**src/verilog/Types.sv**
```systemverilog
`default_nettype none

package Types;

    // ------------------------------------------------------------
    // Word types
    // ------------------------------------------------------------

    typedef logic [31:0] Data;      // Operand or result word
    typedef logic [31:0] InstAddr;  // PC
    typedef logic [31:0] Inst;      // Instruction word
    typedef logic [11:0] CSRAddr;   // CSR number

    // ------------------------------------------------------------
    // Control encodings
    // ------------------------------------------------------------

    // Operand A source
    typedef enum logic [1:0] {
        A_RS1  = 2'd0,
        A_IMM  = 2'd1,
        A_ZERO = 2'd2,
        A_PC   = 2'd3
    } DataASel;

    // Operand B source, code 3 unused
    typedef enum logic [1:0] {
        B_RS2  = 2'd0,
        B_IMM  = 2'd1,
        B_FOUR = 2'd2
    } DataBSel;

    typedef enum logic {
        RES_ALU = 1'b0,
        RES_CSR = 1'b1
    } ResultSel;

    typedef enum logic [3:0] {
        ALU_ADD   = 4'd0,
        ALU_SUB   = 4'd1,
        ALU_SLL   = 4'd2,
        ALU_SLT   = 4'd3,
        ALU_SLTU  = 4'd4,
        ALU_XOR   = 4'd5,
        ALU_SRL   = 4'd6,
        ALU_SRA   = 4'd7,
        ALU_OR    = 4'd8,
        ALU_AND   = 4'd9,
        ALU_COPYB = 4'd10   // Pass operand B
    } AluOp;

    typedef enum logic [1:0] {
        CSR_NONE  = 2'd0,
        CSR_WRITE = 2'd1,
        CSR_SET   = 2'd2,
        CSR_CLEAR = 2'd3
    } CsrOp;

    // ------------------------------------------------------------
    // Opcodes
    // ------------------------------------------------------------

    localparam logic [6:0] OP     = 7'b0110011;
    localparam logic [6:0] OPIMM  = 7'b0010011;
    localparam logic [6:0] LUI    = 7'b0110111;
    localparam logic [6:0] AUIPC  = 7'b0010111;
    localparam logic [6:0] JAL    = 7'b1101111;
    localparam logic [6:0] JALR   = 7'b1100111;
    localparam logic [6:0] SYSTEM = 7'b1110011;

    // Implemented CSRs
    localparam CSRAddr CSR_MCYCLE   = 12'hB00;
    localparam CSRAddr CSR_MINSTRET = 12'hB02;
    localparam CSRAddr CSR_MSCRATCH = 12'h340;

endpackage

`default_nettype wire

```
**src/verilog/ALU.sv**
```systemverilog
`timescale 1ns/100ps
`default_nettype none

module ALU
    import Types::*;
(
    input  AluOp i_op,
    input  Data  i_operandA,
    input  Data  i_operandB,
    output Data  o_result);

    logic [4:0] shamt;                         // Shift amount
    logic       lessSigned;
    logic       lessUnsigned;

    assign shamt        = i_operandB[4:0];
    assign lessSigned   = $signed(i_operandA) < $signed(i_operandB);
    assign lessUnsigned = i_operandA < i_operandB;

    // ------------------------------------------------------------
    // Operation select
    // ------------------------------------------------------------

    always_comb begin
        case (i_op)
            ALU_ADD:   o_result = i_operandA + i_operandB;
            ALU_SUB:   o_result = i_operandA - i_operandB;
            ALU_SLL:   o_result = i_operandA << shamt;
            ALU_SLT:   o_result = Data'(lessSigned);
            ALU_SLTU:  o_result = Data'(lessUnsigned);
            ALU_XOR:   o_result = i_operandA ^ i_operandB;
            ALU_SRL:   o_result = i_operandA >> shamt;
            ALU_SRA:   o_result = Data'($signed(i_operandA) >>> shamt);   // Sign fill
            ALU_OR:    o_result = i_operandA | i_operandB;
            ALU_AND:   o_result = i_operandA & i_operandB;
            ALU_COPYB: o_result = i_operandB;
            default:   o_result = '0;          // Unused codes
        endcase
    end

endmodule

`default_nettype wire

```
**src/verilog/CSRUnit.sv**
```systemverilog
`timescale 1ns/100ps
`default_nettype none

module CSRUnit
    import Types::*;
(
    input  logic   i_clock,
    input  logic   i_arstN,
    input  logic   i_instRet,      // Legal instruction retiring
    input  CsrOp   i_op,
    input  CSRAddr i_csr,
    input  Data    i_data,         // Write, set or clear mask
    output Data    o_data);        // Value before update

    Data  mcycle;
    Data  minstret;
    Data  mscratch;
    Data  oldValue;
    Data  newValue;
    logic doWrite;

    // ------------------------------------------------------------
    // Read
    // ------------------------------------------------------------

    always_comb begin
        case (i_csr)
            CSR_MCYCLE:   oldValue = mcycle;
            CSR_MINSTRET: oldValue = minstret;
            CSR_MSCRATCH: oldValue = mscratch;
            default:      oldValue = '0;        // Unknown CSR
        endcase
    end

    assign o_data = oldValue;

    // ------------------------------------------------------------
    // Atomic update value
    // ------------------------------------------------------------

    always_comb begin
        case (i_op)
            CSR_SET:   newValue = oldValue | i_data;
            CSR_CLEAR: newValue = oldValue & ~i_data;
            default:   newValue = i_data;          // WRITE
        endcase
    end

    assign doWrite = i_instRet && (i_op != CSR_NONE);

    // ------------------------------------------------------------
    // Registers
    // ------------------------------------------------------------

    always_ff @(posedge i_clock or negedge i_arstN) begin
        if (!i_arstN) begin
            mcycle   <= '0;
            minstret <= '0;
            mscratch <= '0;
        end else begin
            // Write replaces this cycle's increment
            if (doWrite && i_csr == CSR_MCYCLE)
                mcycle <= newValue;
            else
                mcycle <= mcycle + 1'b1;

            if (doWrite && i_csr == CSR_MINSTRET)
                minstret <= newValue;
            else if (i_instRet)
                minstret <= minstret + 1'b1;       // Count retired

            if (doWrite && i_csr == CSR_MSCRATCH)
                mscratch <= newValue;
        end
    end

endmodule

`default_nettype wire

```
**src/verilog/InstDecoder.sv**
```systemverilog
`timescale 1ns/100ps
`default_nettype none

module InstDecoder
    import Types::*;
(
    input  logic     i_clock,
    input  logic     i_arstN,
    input  logic     i_valid,        // Instruction strobe
    input  Inst      i_inst,
    input  InstAddr  i_pc,
    input  Data      i_dataRS1,
    input  Data      i_dataRS2,
    output logic     o_exValid,      // Strobe into EX
    output Data      o_instIMM,
    output CSRAddr   o_instCSR,
    output DataASel  o_operandASel,
    output DataBSel  o_operandBSel,
    output ResultSel o_resultSel,
    output AluOp     o_aluControl,
    output CsrOp     o_csrControl,
    output logic     o_instRet,      // Legal instruction in EX
    output logic     o_illegal,
    output InstAddr  o_pc,
    output Data      o_dataRS1,
    output Data      o_dataRS2);

    typedef enum logic {IDLE, EXEC} DecodeState;

    DecodeState state;
    logic       legalQ;              // Captured with the payload

    // Instruction fields
    logic [6:0] opcode;
    logic [2:0] funct3;
    logic [6:0] funct7;
    logic [4:0] rs1;
    logic       altBit;              // inst[30], SUB/SRA select

    // Decoded controls
    Data      imm;
    DataASel  aSel;
    DataBSel  bSel;
    ResultSel resSel;
    AluOp     aluOp;
    CsrOp     csrOp;
    logic     legal;

    assign opcode = i_inst[6:0];
    assign funct3 = i_inst[14:12];
    assign rs1    = i_inst[19:15];
    assign funct7 = i_inst[31:25];
    assign altBit = i_inst[30];

    // ------------------------------------------------------------
    // Decode
    // ------------------------------------------------------------

    always_comb begin
        imm    = {{20{i_inst[31]}}, i_inst[31:20]};   // I-type by default
        aSel   = A_RS1;
        bSel   = B_RS2;
        resSel = RES_ALU;
        csrOp  = CSR_NONE;
        legal  = 1'b1;

        // Integer op from funct3, SUB only for OP
        case (funct3)
            3'b000:  aluOp = (opcode == OP && altBit) ? ALU_SUB : ALU_ADD;
            3'b001:  aluOp = ALU_SLL;
            3'b010:  aluOp = ALU_SLT;
            3'b011:  aluOp = ALU_SLTU;
            3'b100:  aluOp = ALU_XOR;
            3'b101:  aluOp = altBit ? ALU_SRA : ALU_SRL;
            3'b110:  aluOp = ALU_OR;
            default: aluOp = ALU_AND;
        endcase

        case (opcode)
            OP: begin
                legal = (funct7 == 7'b0000000) ||
                        (funct7 == 7'b0100000 && (funct3 == 3'b000 || funct3 == 3'b101));
            end
            OPIMM: begin
                bSel = B_IMM;
                if (funct3 == 3'b001)
                    legal = (funct7 == 7'b0000000);            // SLLI
                else if (funct3 == 3'b101)
                    legal = (funct7 == 7'b0000000) || (funct7 == 7'b0100000);
            end
            LUI: begin
                imm   = {i_inst[31:12], 12'b0};                 // U-type
                aSel  = A_ZERO;
                bSel  = B_IMM;
                aluOp = ALU_COPYB;
            end
            AUIPC: begin
                imm   = {i_inst[31:12], 12'b0};
                aSel  = A_PC;
                bSel  = B_IMM;
                aluOp = ALU_ADD;
            end
            JAL, JALR: begin
                if (opcode == JAL)                              // J-type
                    imm = {{12{i_inst[31]}}, i_inst[19:12], i_inst[20],
                           i_inst[30:21], 1'b0};
                aSel  = A_PC;                                   // Link address
                bSel  = B_FOUR;
                aluOp = ALU_ADD;
                legal = (opcode == JAL) || (funct3 == 3'b000);
            end
            SYSTEM: begin
                imm    = {27'b0, rs1};                          // uimm
                aSel   = funct3[2] ? A_IMM : A_RS1;
                resSel = RES_CSR;
                case (funct3[1:0])
                    2'b01:   csrOp = CSR_WRITE;
                    2'b10:   csrOp = (rs1 == 5'd0) ? CSR_NONE : CSR_SET;
                    2'b11:   csrOp = (rs1 == 5'd0) ? CSR_NONE : CSR_CLEAR;
                    default: legal = 1'b0;                      // ECALL and others
                endcase
            end
            default: legal = 1'b0;
        endcase
    end

    // ------------------------------------------------------------
    // Registers
    // ------------------------------------------------------------

    always_ff @(posedge i_clock or negedge i_arstN) begin
        if (!i_arstN)
            state <= IDLE;
        else
            state <= i_valid ? EXEC : IDLE;                     // One cycle in EXEC
    end

    always_ff @(posedge i_clock) begin
        if (i_valid) begin
            o_instIMM     <= imm;
            o_instCSR     <= i_inst[31:20];
            o_operandASel <= aSel;
            o_operandBSel <= bSel;
            o_resultSel   <= resSel;
            o_aluControl  <= aluOp;
            o_csrControl  <= csrOp;
            legalQ        <= legal;
            o_pc          <= i_pc;
            o_dataRS1     <= i_dataRS1;
            o_dataRS2     <= i_dataRS2;
        end
    end

    assign o_exValid = (state == EXEC);
    assign o_instRet = o_exValid && legalQ;
    assign o_illegal = o_exValid && !legalQ;

endmodule

`default_nettype wire

```
**src/verilog/StageEX.sv**
```systemverilog
`timescale 1ns/100ps
`default_nettype none

module StageEX
    import Types::*;
(
    input  logic     i_clock,
    input  logic     i_arstN,
    input  logic     i_exValid,      // Instruction in EX
    input  Data      i_instIMM,      // Decoded immediate
    input  Data      i_dataRS1,
    input  Data      i_dataRS2,
    input  CSRAddr   i_instCSR,
    input  InstAddr  i_pc,
    input  DataASel  i_operandASel,
    input  DataBSel  i_operandBSel,
    input  ResultSel i_resultSel,
    input  AluOp     i_aluControl,
    input  CsrOp     i_csrControl,
    input  logic     i_instRet,
    input  logic     i_illegal,
    output logic     o_valid,        // Result strobe
    output logic     o_illegal,
    output Data      o_dataR,        // Result
    output Data      o_dataB);       // RS2 passed on

    Data operandA;
    Data operandB;
    Data aluResult;
    Data csrResult;
    Data result;

    // ------------------------------------------------------------
    // Operand selection
    // ------------------------------------------------------------

    always_comb begin
        case (i_operandASel)
            A_RS1:   operandA = i_dataRS1;
            A_IMM:   operandA = i_instIMM;     // uimm for CSRxxI
            A_ZERO:  operandA = '0;
            default: operandA = i_pc;
        endcase
    end

    always_comb begin
        case (i_operandBSel)
            B_RS2:   operandB = i_dataRS2;
            B_IMM:   operandB = i_instIMM;
            default: operandB = Data'(4);       // Link offset
        endcase
    end

    // ------------------------------------------------------------
    // Units
    // ------------------------------------------------------------

    ALU aluUnit (
        .i_op       (i_aluControl),
        .i_operandA (operandA),
        .i_operandB (operandB),
        .o_result   (aluResult));

    // Operand A doubles as CSR write data
    CSRUnit csrUnit (
        .i_clock   (i_clock),
        .i_arstN   (i_arstN),
        .i_instRet (i_instRet),
        .i_op      (i_csrControl),
        .i_csr     (i_instCSR),
        .i_data    (operandA),
        .o_data    (csrResult));

    assign result = (i_resultSel == RES_CSR) ? csrResult : aluResult;

    // ------------------------------------------------------------
    // Result register
    // ------------------------------------------------------------

    always_ff @(posedge i_clock or negedge i_arstN) begin
        if (!i_arstN) begin
            o_valid   <= 1'b0;
            o_illegal <= 1'b0;
        end else begin
            o_valid   <= i_exValid;
            o_illegal <= i_illegal;            // Already qualified by exValid
        end
    end

    always_ff @(posedge i_clock) begin
        if (i_exValid) begin
            o_dataR <= result;
            o_dataB <= i_dataRS2;
        end
    end

endmodule

`default_nettype wire

```
**src/verilog/ExecPipe.sv**
```systemverilog
`timescale 1ns/100ps
`default_nettype none

module ExecPipe
    import Types::*;
(
    input  logic    i_clock,
    input  logic    i_arstN,
    input  logic    i_valid,
    input  Inst     i_inst,
    input  InstAddr i_pc,
    input  Data     i_dataRS1,
    input  Data     i_dataRS2,
    output logic    o_valid,       // Two cycles after i_valid
    output logic    o_illegal,
    output Data     o_dataR,
    output Data     o_dataB);

    // ------------------------------------------------------------
    // Decode to EX
    // ------------------------------------------------------------

    logic     exValid;
    Data      instIMM;
    CSRAddr   instCSR;
    DataASel  operandASel;
    DataBSel  operandBSel;
    ResultSel resultSel;
    AluOp     aluControl;
    CsrOp     csrControl;
    logic     instRet;
    logic     illegal;
    InstAddr  pc;
    Data      dataRS1;
    Data      dataRS2;

    InstDecoder instDecoder (
        .i_clock       (i_clock),
        .i_arstN       (i_arstN),
        .i_valid       (i_valid),
        .i_inst        (i_inst),
        .i_pc          (i_pc),
        .i_dataRS1     (i_dataRS1),
        .i_dataRS2     (i_dataRS2),
        .o_exValid     (exValid),
        .o_instIMM     (instIMM),
        .o_instCSR     (instCSR),
        .o_operandASel (operandASel),
        .o_operandBSel (operandBSel),
        .o_resultSel   (resultSel),
        .o_aluControl  (aluControl),
        .o_csrControl  (csrControl),
        .o_instRet     (instRet),
        .o_illegal     (illegal),
        .o_pc          (pc),
        .o_dataRS1     (dataRS1),
        .o_dataRS2     (dataRS2));

    StageEX stageEX (
        .i_clock       (i_clock),
        .i_arstN       (i_arstN),
        .i_exValid     (exValid),
        .i_instIMM     (instIMM),
        .i_dataRS1     (dataRS1),
        .i_dataRS2     (dataRS2),
        .i_instCSR     (instCSR),
        .i_pc          (pc),
        .i_operandASel (operandASel),
        .i_operandBSel (operandBSel),
        .i_resultSel   (resultSel),
        .i_aluControl  (aluControl),
        .i_csrControl  (csrControl),
        .i_instRet     (instRet),
        .i_illegal     (illegal),
        .o_valid       (o_valid),
        .o_illegal     (o_illegal),
        .o_dataR       (o_dataR),
        .o_dataB       (o_dataB));

endmodule

`default_nettype wire

```
**config.mk**
```make
export PLATFORM = sky130hd
export DESIGN_NAME = ExecPipe
export DESIGN_NICKNAME = d
export VERILOG_FILES = /design/src/verilog/Types.sv /design/src/verilog/ALU.sv /design/src/verilog/CSRUnit.sv /design/src/verilog/InstDecoder.sv /design/src/verilog/StageEX.sv /design/src/verilog/ExecPipe.sv
export SDC_FILE = /design/constraint.sdc
export NUM_CORES = 1
export LEC_CHECK = 0
export BUFFER_PORTS_ARGS = -buffer_cell sky130_fd_sc_hd__buf_2
export CAP_MARGIN = 20
export CORE_ASPECT_RATIO = 0.7
export CORE_MARGIN = 2
export CORE_UTILIZATION = 65
export DETAILED_ROUTE_END_ITERATION = 8
export PLACE_DENSITY = 0.86
export RECOVER_POWER = 100
export REMOVE_ABC_BUFFERS = 1
export SETUP_SLACK_MARGIN = 0.4
export SYNTH_ARGS = -nofsm -noshare
export SYNTH_HDL_FRONTEND = slang
export SYNTH_SLANG_ARGS = --single-unit
```
**constraint.sdc**
```tcl
create_clock -name i_clock -period 9.6 [get_ports i_clock]
set_input_delay 2.88 -clock i_clock [delete_from_list [all_inputs] [get_ports i_clock]]
set_output_delay 2.88 -clock i_clock [all_outputs]
set_load 0.05 [all_outputs]
```
==> results of run 1 <==
## state kept, by name, summed over array words and instances, names as in the netlist
signal	flops
instDecoder.o_csrControl	2
instDecoder.o_resultSel	1
instDecoder.o_instIMM	32
instDecoder.o_aluControl	4
instDecoder.o_exValid	1
instDecoder.o_pc	32
stageEX.o_dataR	32
stageEX.csrUnit.mcycle	32
stageEX.o_illegal	1
stageEX.o_valid	1
instDecoder.legalQ	1
instDecoder.o_instCSR	12
stageEX.csrUnit.minstret	32
instDecoder.o_dataRS1	32
stageEX.o_dataB	32
instDecoder.o_operandASel	2
instDecoder.o_dataRS2	32
stageEX.csrUnit.mscratch	32
instDecoder.o_operandBSel	2
## critical path, cell delays in order (launching register included)
cell                        delay (ns)
sky130_fd_sc_hd__edfxtp_1         0.35
sky130_fd_sc_hd__buf_4            0.31
sky130_fd_sc_hd__mux2i_1          0.56
sky130_fd_sc_hd__nor2_1           0.57
sky130_fd_sc_hd__buf_4            0.43
sky130_fd_sc_hd__inv_1            0.49
sky130_fd_sc_hd__clkbuf_1         2.11
sky130_fd_sc_hd__mux2i_1          0.80
sky130_fd_sc_hd__mux2i_1          0.74
sky130_fd_sc_hd__a22oi_1          0.16
sky130_fd_sc_hd__a2111oi_0        0.59
sky130_fd_sc_hd__a21oi_1          0.13
sky130_fd_sc_hd__a221o_1          0.33
## stage by stage
step | hold slack, ns | instances | setup slack [ns] | cell area (um^2)
final | 0.449 | 3234 | 1.72 | 26000
after global placement | 0.435 | 3174 | 4.04 | 25100
after CTS | 0.449 | 3229 | 3.94 | 26100
after detailed placement | 0.436 | 3174 | 3.98 | 25100
after global routing | 0.469 | 3233 | 1.83 | 26000
after floorplan | 0.419 | 2459 | 2.88 | 23200
## where the power goes
part           leakage [nW]  internal, mW  switching [mW]
Clock                 0.502         0.746           0.549
Combinational          6.37         0.423            1.02
Sequential             3.46          1.58          0.0889
Total                  10.3          2.75            1.65
## cells in the final DEF (no fill, tap or decap), types with 13 or more instances in the layout
master                      Yosys  routed
sky130_fd_sc_hd__and2_1        24      16
sky130_fd_sc_hd__nand2_1      260     260
sky130_fd_sc_hd__buf_4          6      36
sky130_fd_sc_hd__inv_1         99     100
sky130_fd_sc_hd__xor2_1        23      23
sky130_fd_sc_hd__a21oi_1      262     262
sky130_fd_sc_hd__buf_2         45     104
sky130_fd_sc_hd__o21ai_0      177     179
sky130_fd_sc_hd__nor2_1       225     224
sky130_fd_sc_hd__nand3_1       59      59
sky130_fd_sc_hd__a31oi_1       22      22
sky130_fd_sc_hd__edfxtp_1     216     216
sky130_fd_sc_hd__o2bb2ai_2     25      25
sky130_fd_sc_hd__o221ai_1      23      23
sky130_fd_sc_hd__nand2b_1      17      17
sky130_fd_sc_hd__nand4_1       16      16
sky130_fd_sc_hd__clkbuf_1     107      98
sky130_fd_sc_hd__nor2b_1       21      21
sky130_fd_sc_hd__mux2i_1      193     193
sky130_fd_sc_hd__o22ai_1       40      40
sky130_fd_sc_hd__ha_1         107     107
sky130_fd_sc_hd__and3_1        18      18
sky130_fd_sc_hd__or3_1         17      17
sky130_fd_sc_hd__clkbuf_16      0      31
sky130_fd_sc_hd__xnor2_1       24      24
sky130_fd_sc_hd__dfrtp_1       99      99
sky130_fd_sc_hd__nor3_1        42      41
sky130_fd_sc_hd__or2_2         16      16
sky130_fd_sc_hd__mux2_2        47      42
sky130_fd_sc_hd__a221oi_1      29      29
sky130_fd_sc_hd__a21o_1        36      36
sky130_fd_sc_hd__o211ai_1      29      29
sky130_fd_sc_hd__a211oi_1      21      21
sky130_fd_sc_hd__nor4_1        14      13
## cells in the mapped netlist (11+ instances only)
master	number
sky130_fd_sc_hd__a21oi_1	262
sky130_fd_sc_hd__nand2_1	260
sky130_fd_sc_hd__nor2_1	225
sky130_fd_sc_hd__edfxtp_1	216
sky130_fd_sc_hd__mux2i_1	193
sky130_fd_sc_hd__o21ai_0	177
sky130_fd_sc_hd__clkbuf_1	107
sky130_fd_sc_hd__ha_1	107
sky130_fd_sc_hd__dfrtp_1	99
sky130_fd_sc_hd__inv_1	99
sky130_fd_sc_hd__nand3_1	59
sky130_fd_sc_hd__mux2_2	47
sky130_fd_sc_hd__buf_2	45
sky130_fd_sc_hd__nor3_1	42
sky130_fd_sc_hd__o22ai_1	40
sky130_fd_sc_hd__a21o_1	36
sky130_fd_sc_hd__a221oi_1	29
sky130_fd_sc_hd__o211ai_1	29
sky130_fd_sc_hd__o2bb2ai_2	25
sky130_fd_sc_hd__and2_1	24
sky130_fd_sc_hd__xnor2_1	24
sky130_fd_sc_hd__o221ai_1	23
sky130_fd_sc_hd__xor2_1	23
sky130_fd_sc_hd__a31oi_1	22
sky130_fd_sc_hd__a211oi_1	21
sky130_fd_sc_hd__nor2b_1	21
sky130_fd_sc_hd__and3_1	18
sky130_fd_sc_hd__nand2b_1	17
sky130_fd_sc_hd__or3_1	17
sky130_fd_sc_hd__nand4_1	16
sky130_fd_sc_hd__or2_2	16
sky130_fd_sc_hd__nor4_1	14
sky130_fd_sc_hd__inv_2	13
sky130_fd_sc_hd__a311oi_1	12
sky130_fd_sc_hd__a32oi_1	12
sky130_fd_sc_hd__buf_6	12
sky130_fd_sc_hd__a211o_1	11
sky130_fd_sc_hd__a221o_1	11
sky130_fd_sc_hd__buf_1	11
sky130_fd_sc_hd__o21bai_1	11
## layer usage
layer  wire length [um]  share of wire [%]  global-route usage [%]  vias up
met1              35400                 37                    66.1    11340
met4               5370                5.6                    19.3        0
met3              15300                 16                    16.9      456
met2              39100                 41                    70.8     2371
li1                   -                  -                       -    10019
met5                  0                  0                   0.651        -
## worst paths after layout
path,start,end,cells past startpoint
setup / recovery,instDecoder.o_operandBSel[0],stageEX.o_dataR[22],12
hold / removal,instDecoder.o_dataRS2[19],stageEX.o_dataB[19],0
setup reg to reg,instDecoder.o_operandBSel[0],stageEX.o_dataR[22],12
hold reg to reg,instDecoder.o_dataRS2[19],stageEX.o_dataB[19],0
max in group asynchronous,i_arstN,instDecoder.o_exValid,2
min in group asynchronous,i_arstN,stageEX.csrUnit.mscratch[25],1
## cell families (layout without fill, tap and decap cells)
group,after synthesis,in the layout
DFF,315,315
xor gates and xnor gates,47,47
buffers and inverters,297,409
AOI/OAI and AO/OA,859,859
adders and majority gates,109,109
and+or+nand+nor,765,765
other,0,2
muxes,248,248
## layout make-up
cell class                 count  share of cell area, %
multi-input combinational   2028                   53.0
sequential                   315                   34.5
timing repair buffer         238                   4.50
clock buffer                  33                   3.01
tap                          480                   2.31
inverter                     116                   1.68
clock inverter                22                   1.01
antenna                        2                 0.0193
==> impl_results.md, run 1 <==
- Half-perimeter wire length of the detailed placement result: between 60000 and 70000 um
- TritonRoute pass-1 iters: 8
- Global routing usage summed across all routing layers: between 40% and 50%
- Combinational family with the most area after synthesis: compound AO/OA/AOI/OAI gates
- Start-to-end type of the worst setup path: flop to flop
- Power, Total: ~4.4 mW
- Period minus WS final: 7.88 ns
- Cell accounting for the most synthesized area: sky130_fd_sc_hd__edfxtp_1
- Count of pins over their slew limit: about 430
- CTS tree: built
- Maximum number of pins on one net before global-route repair: 93
- Parity-gate share of the synthesized area counting xor and xnor cells: about 1.7%
- Number of buffer cells added on primary ports: about 190
- Number of endpoints failing setup at the final stage: 0
- Initial core utilization: between 60 and 70%
- Number of design rule violations left after detail routing: 0
- Clk sink count: ~320
- Quantity of gates resized following cts: 0
- Hold buffer count at cts: 0
- Vias in the first global route: ~22k
- Synthesized-area fraction occupied by ao, oa, aoi and oai cells: roughly a quarter
- Outcome: complete, but fails checks
- Yosys Warn Count: 0
- PwrDens: 169 mW/mm^2
- Part of the Yosys area used for sequential elements: between 30% and 40%
- Slack of the worst reg-to-reg path: ~1.7 ns
- Num ports: between 150 and 200
- Required time of the critical path: around 10 ns
- Routability cong.: roughly 1.1
- Violation count after the first detailed-routing iteration: ~4.6k
- Multiplexer share of the synthesized area: 10.8%
- Hold violation count in the final report: 0
- Area enclosed by the die boundary: 0.0385 mm^2
- Overflow after GRT: 0
- Synth Area in Adders: ~5.7%
- Share of synthesized cell area in and, or, nand and nor gates: 14.8%
- Peak fanout along the critical path: 43
- Synthesis-to-layout area growth: 8.23%
- Number of violations of the max-capacitance limit: 9
- Number of nets still failing antenna checks after routing: 0
- Max clock buf depth: 3
- Pleak: between 10 and 15 nW
- Register area: 0.00896 mm^2
- Arrival time reported for the critical path endpoint: about 8 ns
- Share of final-layout standard cells stronger than drive strength 1: 11.7%
- Count of unique library cells instantiated by Yosys: 105
- Initial antenna violation count: 2
- CTS clock-pin slew for the worst setup and hold paths: approximately 0.080 ns
- Failing checks: capacitance limit, slew limit
- Worst hold path class: flop to flop
- Relative slew margins: -231%
- Cell area after synthesis: ~0.024 mm^2
- Average instance area after synthesis: between 9 and 10 um^2
- CP startpoint kind: flop
- Peak supply drop: around 0.26 mV
- Filler cell count: 2644
- Gate count after technology mapping: between 2k and 3k
- Final worst clock skew: between 0.02 and 0.025 ns
- Wire length of the first global-routing pass: roughly 140000 um
- RSZ-0062 raised after global routing: false
- Peak clock frequency supported by timing: 0.127 GHz
- Clock tree root buffer cell: sky130_fd_sc_hd__clkbuf_16
- Synth Flop Type: sky130_fd_sc_hd__edfxtp_1
- Portion of the clock cycle consumed by the worst path in the final layout: 82.0%
- CTS buffer count: 30
- Total number of H-tree levels: 1
- Post-detailed-route wirelength per cell: a little under 30 um
- Vias per std cell: ~7.5
- Post-detailed-routing wire length: between 90000 and 100000 um
- DIE WIDTH: 234 um
- Final nets: approximately 3.0k
- Total area of multi-input combinational cells: 0.0138 mm^2
- EDFF count, synth: 216
- Core outline area: ~0.036 mm^2
- Async SR Flop Fraction: between 30% and 40%
- Clock latency reported for the late side of the worst-skew pair: around 0.6 ns
- Most area-consuming cells after synthesis: sky130_fd_sc_hd__edfxtp_1 27%, sky130_fd_sc_hd__dfrtp_1 10%, sky130_fd_sc_hd__mux2i_1 8.0%
- Via total after detailed routing: approximately 24k
- Transition time of the tightest slew-check pin: ~5 ns
- Type of element capturing the critical path: flop
- Number of buffers inserted by post-CTS setup repair: 0
- Share of the synthesized area in the top cell type: a little over a quarter
- Row cnt: between 50 and 60
- Post-synthesis register bit count: ~320
- Vert. Die Dim: 165 um
- Setup TNS: 0 ns
- Util after Layout: between 70% and 80%
No activity file was read; power rests on OpenSTA's default activity.
==> run 2, diff against run 1 <==
CORE_UTILIZATION = 62   (was 65)
PLACE_DENSITY = 0.82   (was 0.86)
clock period = 8.2 ns   (was 9.6 ns; I/O delays follow)
==> impl_results.md, run 2 (same netlist as run 1, synthesis figures left out) <==
- TritonRoute pass-1 iters: 9
- Clock tree root buffer cell: sky130_fd_sc_hd__clkbuf_16
- Number of buffer cells added on primary ports: 191
- Post-detailed-route wirelength per cell: a little under 30 um
- Clk sink count: 315
- Relative slew margins: -132%
- Initial core utilization: around 63%
- Type of element capturing the critical path: flop
- Worst hold path class: flop to flop
- Half-perimeter wire length of the detailed placement result: a little over 70000 um
- Cells on worst reg2reg path: 10
- Overflow after GRT: 0
- Failing checks: capacitance limit, slew limit
- Switching Power: ~1.9 mW
- Register area: ~0.0090 mm^2
- Via total after detailed routing: ~24k
- Number of nets still failing antenna checks after routing: 0
- RSZ-0062 raised after global routing: false
- Place WS: roughly 2.5 ns
- Number of violations of the max-capacitance limit: 10
- Num ports: about 200
- Total routed wire length on the met1 layer: 37000 um
- Most common library cell in the layout ignoring fill and taps: sky130_fd_sc_hd__a21oi_1
- Combinational group share of total power: between 30% and 40%
- Switching share of power: roughly 37%
- Start-to-end type of the worst setup path: input port to flop
- Required time of the critical path: 8.39 ns
- Maximum number of pins on one net before global-route repair: between 80 and 90
- Post-route worst setup slack: between 1 and 1.5 ns
- Setup TNS: 0 ns
- Peak fanout along the critical path: about 80
- Total internal power: between 3 and 4 mW
- Hold depth: 0
- Number of buffers inserted by post-CTS setup repair: 0
- Total number of H-tree levels: 1
- Met3 WL: between 10000 and 15000 um
- CP startpoint kind: input port
- Row cnt: 60
- Synthesis-to-layout area growth: 8.45%
- Peak clock frequency supported by timing: between 0.1 and 0.15 GHz
- Pleak: between 10 and 15 nW
- Total length of routed met2 wires: between 30000 and 40000 um
- Violation count after the first detailed-routing iteration: just over 4k
- Max clock buf depth: 3
- Wire length of the first global-routing pass: around 140000 um
- Hold buffer count at cts: 0
- Area enclosed by the die boundary: 0.0404 mm^2
- Highest metal used: met5
- Initial antenna violation count: 4
- Filler cell count: around 3.0k
- Slack of the worst reg-to-reg path: approximately 1.5 ns
- Hold violation count in the final report: 0
- CTS clock-pin slew for the worst setup and hold paths: ~0.06 ns
- Global routing usage summed across all routing layers: a little under half
- Commonest non-fill, non-tap cells in the layout: 262 x sky130_fd_sc_hd__a21oi_1, 260 x sky130_fd_sc_hd__nand2_1, 224 x sky130_fd_sc_hd__nor2_1
- Routability cong.: between 1 and 1.5
- PwrDens: approximately 200 mW/mm^2
- Post-detailed-routing wire length: about 95000 um
- Final worst clock skew: roughly 0.032 ns
- Total area of multi-input combinational cells: approximately 0.014 mm^2
- Vias in the first global route: 22.4k
- Number of endpoints failing setup at the final stage: 0
- Clock share of power: 30.3%
- Final nets: about 3.0k
- DIE WIDTH: between 200 and 250 um
- Share of final-layout standard cells stronger than drive strength 1: 11.8%
- First element of the critical path: i_valid
- Part of the power in registers: a little under two fifths
- Transition time of the tightest slew-check pin: 3.48 ns
- Core outline area: 0.0383 mm^2
- Period minus WS final: between 6 and 7 ns
- Count of pins over their slew limit: approximately 450
- CTS buffer count: 30
- Critical register-to-register path endpoint: stageEX.o_dataR[20]
- Portion of the clock cycle consumed by the worst path in the final layout: 82.7%
- Vert. Die Dim: 169 um
- Number of design rule violations left after detail routing: 0
- Critical R2R Launch: instDecoder.o_operandBSel[0]
- Quantity of gates resized following cts: 0
- Vias per std cell: ~7.3
- Arrival time reported for the critical path endpoint: between 6 and 7 ns
- Crit path capture: instDecoder.o_dataRS2[30]
- CTS tree: built
- Diodes inserted: 0
- Clock latency reported for the late side of the worst-skew pair: about 0.63 ns
- Outcome: complete, but fails checks
- Peak supply drop: about 0.21 mV
[run 2: changes by cell type in the layout (fill, tap and decap cells not counted), sizes merged]
cell          change
buf               +4
clkinvlp          -4
bufinv            +2
clkbuf            +2
diode             -2
dlymetal6s2s      -1
[run 2: worst min path at each step]
| stage | startpoint | endpoint |
|---|---|---|
| 6_report | instDecoder.o_dataRS2[19] | stageEX.o_dataB[19] |
| 2_1_floorplan | instDecoder.legalQ | stageEX.o_illegal |
| 3_3_place_gp | instDecoder.o_dataRS2[11] | stageEX.o_dataB[11] |
| 3_5_place_dp | instDecoder.o_dataRS2[12] | stageEX.o_dataB[12] |
| 4_1_cts | instDecoder.o_dataRS2[12] | stageEX.o_dataB[12] |
| 5_1_grt | instDecoder.o_dataRS2[19] | stageEX.o_dataB[19] |
[run 2: cell type report]
type	instances	share of cell area, %
Clock buffer	35	2.95
Clock inverter	20	1.21
Inverter	116	1.68
Multi-Input combinational cell	2028	52.8
Sequential cell	315	34.4
Tap cell	496	2.38
Timing Repair Buffer	241	4.61
[run 2: routing by layer]
layer  vias to the layer above  track usage (%)
li1                      10031                -
met1                     11336             63.9
met2                      2074             66.8
met3                       384             15.8
met4                         8             18.2
met5                         -             2.06
[run 2: metrics by stage]
step | area [um^2] | total power [mW] | std cells | util (%) | hold WS [ns]
floorplan | 23200 | 2.99 | 2459 | - | 0.419
global route | 26000 | 5.33 | 3251 | 68.0 | 0.466
finish | 26000 | 5.20 | 3251 | 68.0 | 0.458
global placement | 25100 | 3.53 | 3194 | 65.7 | 0.439
detailed placement | 25100 | 3.56 | 3194 | 65.7 | 0.439
CTS | 26200 | 5.12 | 3249 | 68.5 | 0.461
[run 2: power groups by stage]
stage / clock [mW] / sequential [mW] / combinational (mW)
5_1_grt: 1.63 / 1.96 / 1.75
2_1_floorplan: 0 / 2.08 / 0.915
4_1_cts: 1.57 / 1.94 / 1.61
3_5_place_dp: 0 / 1.97 / 1.59
3_3_place_gp: 0 / 1.96 / 1.57
6_report: 1.58 / 1.95 / 1.67
[run 2: critical path, cell delays in order]
cell and delay, ns:
sky130_fd_sc_hd__clkbuf_1 2.41, sky130_fd_sc_hd__clkbuf_1 0.50, sky130_fd_sc_hd__clkbuf_2 1.49
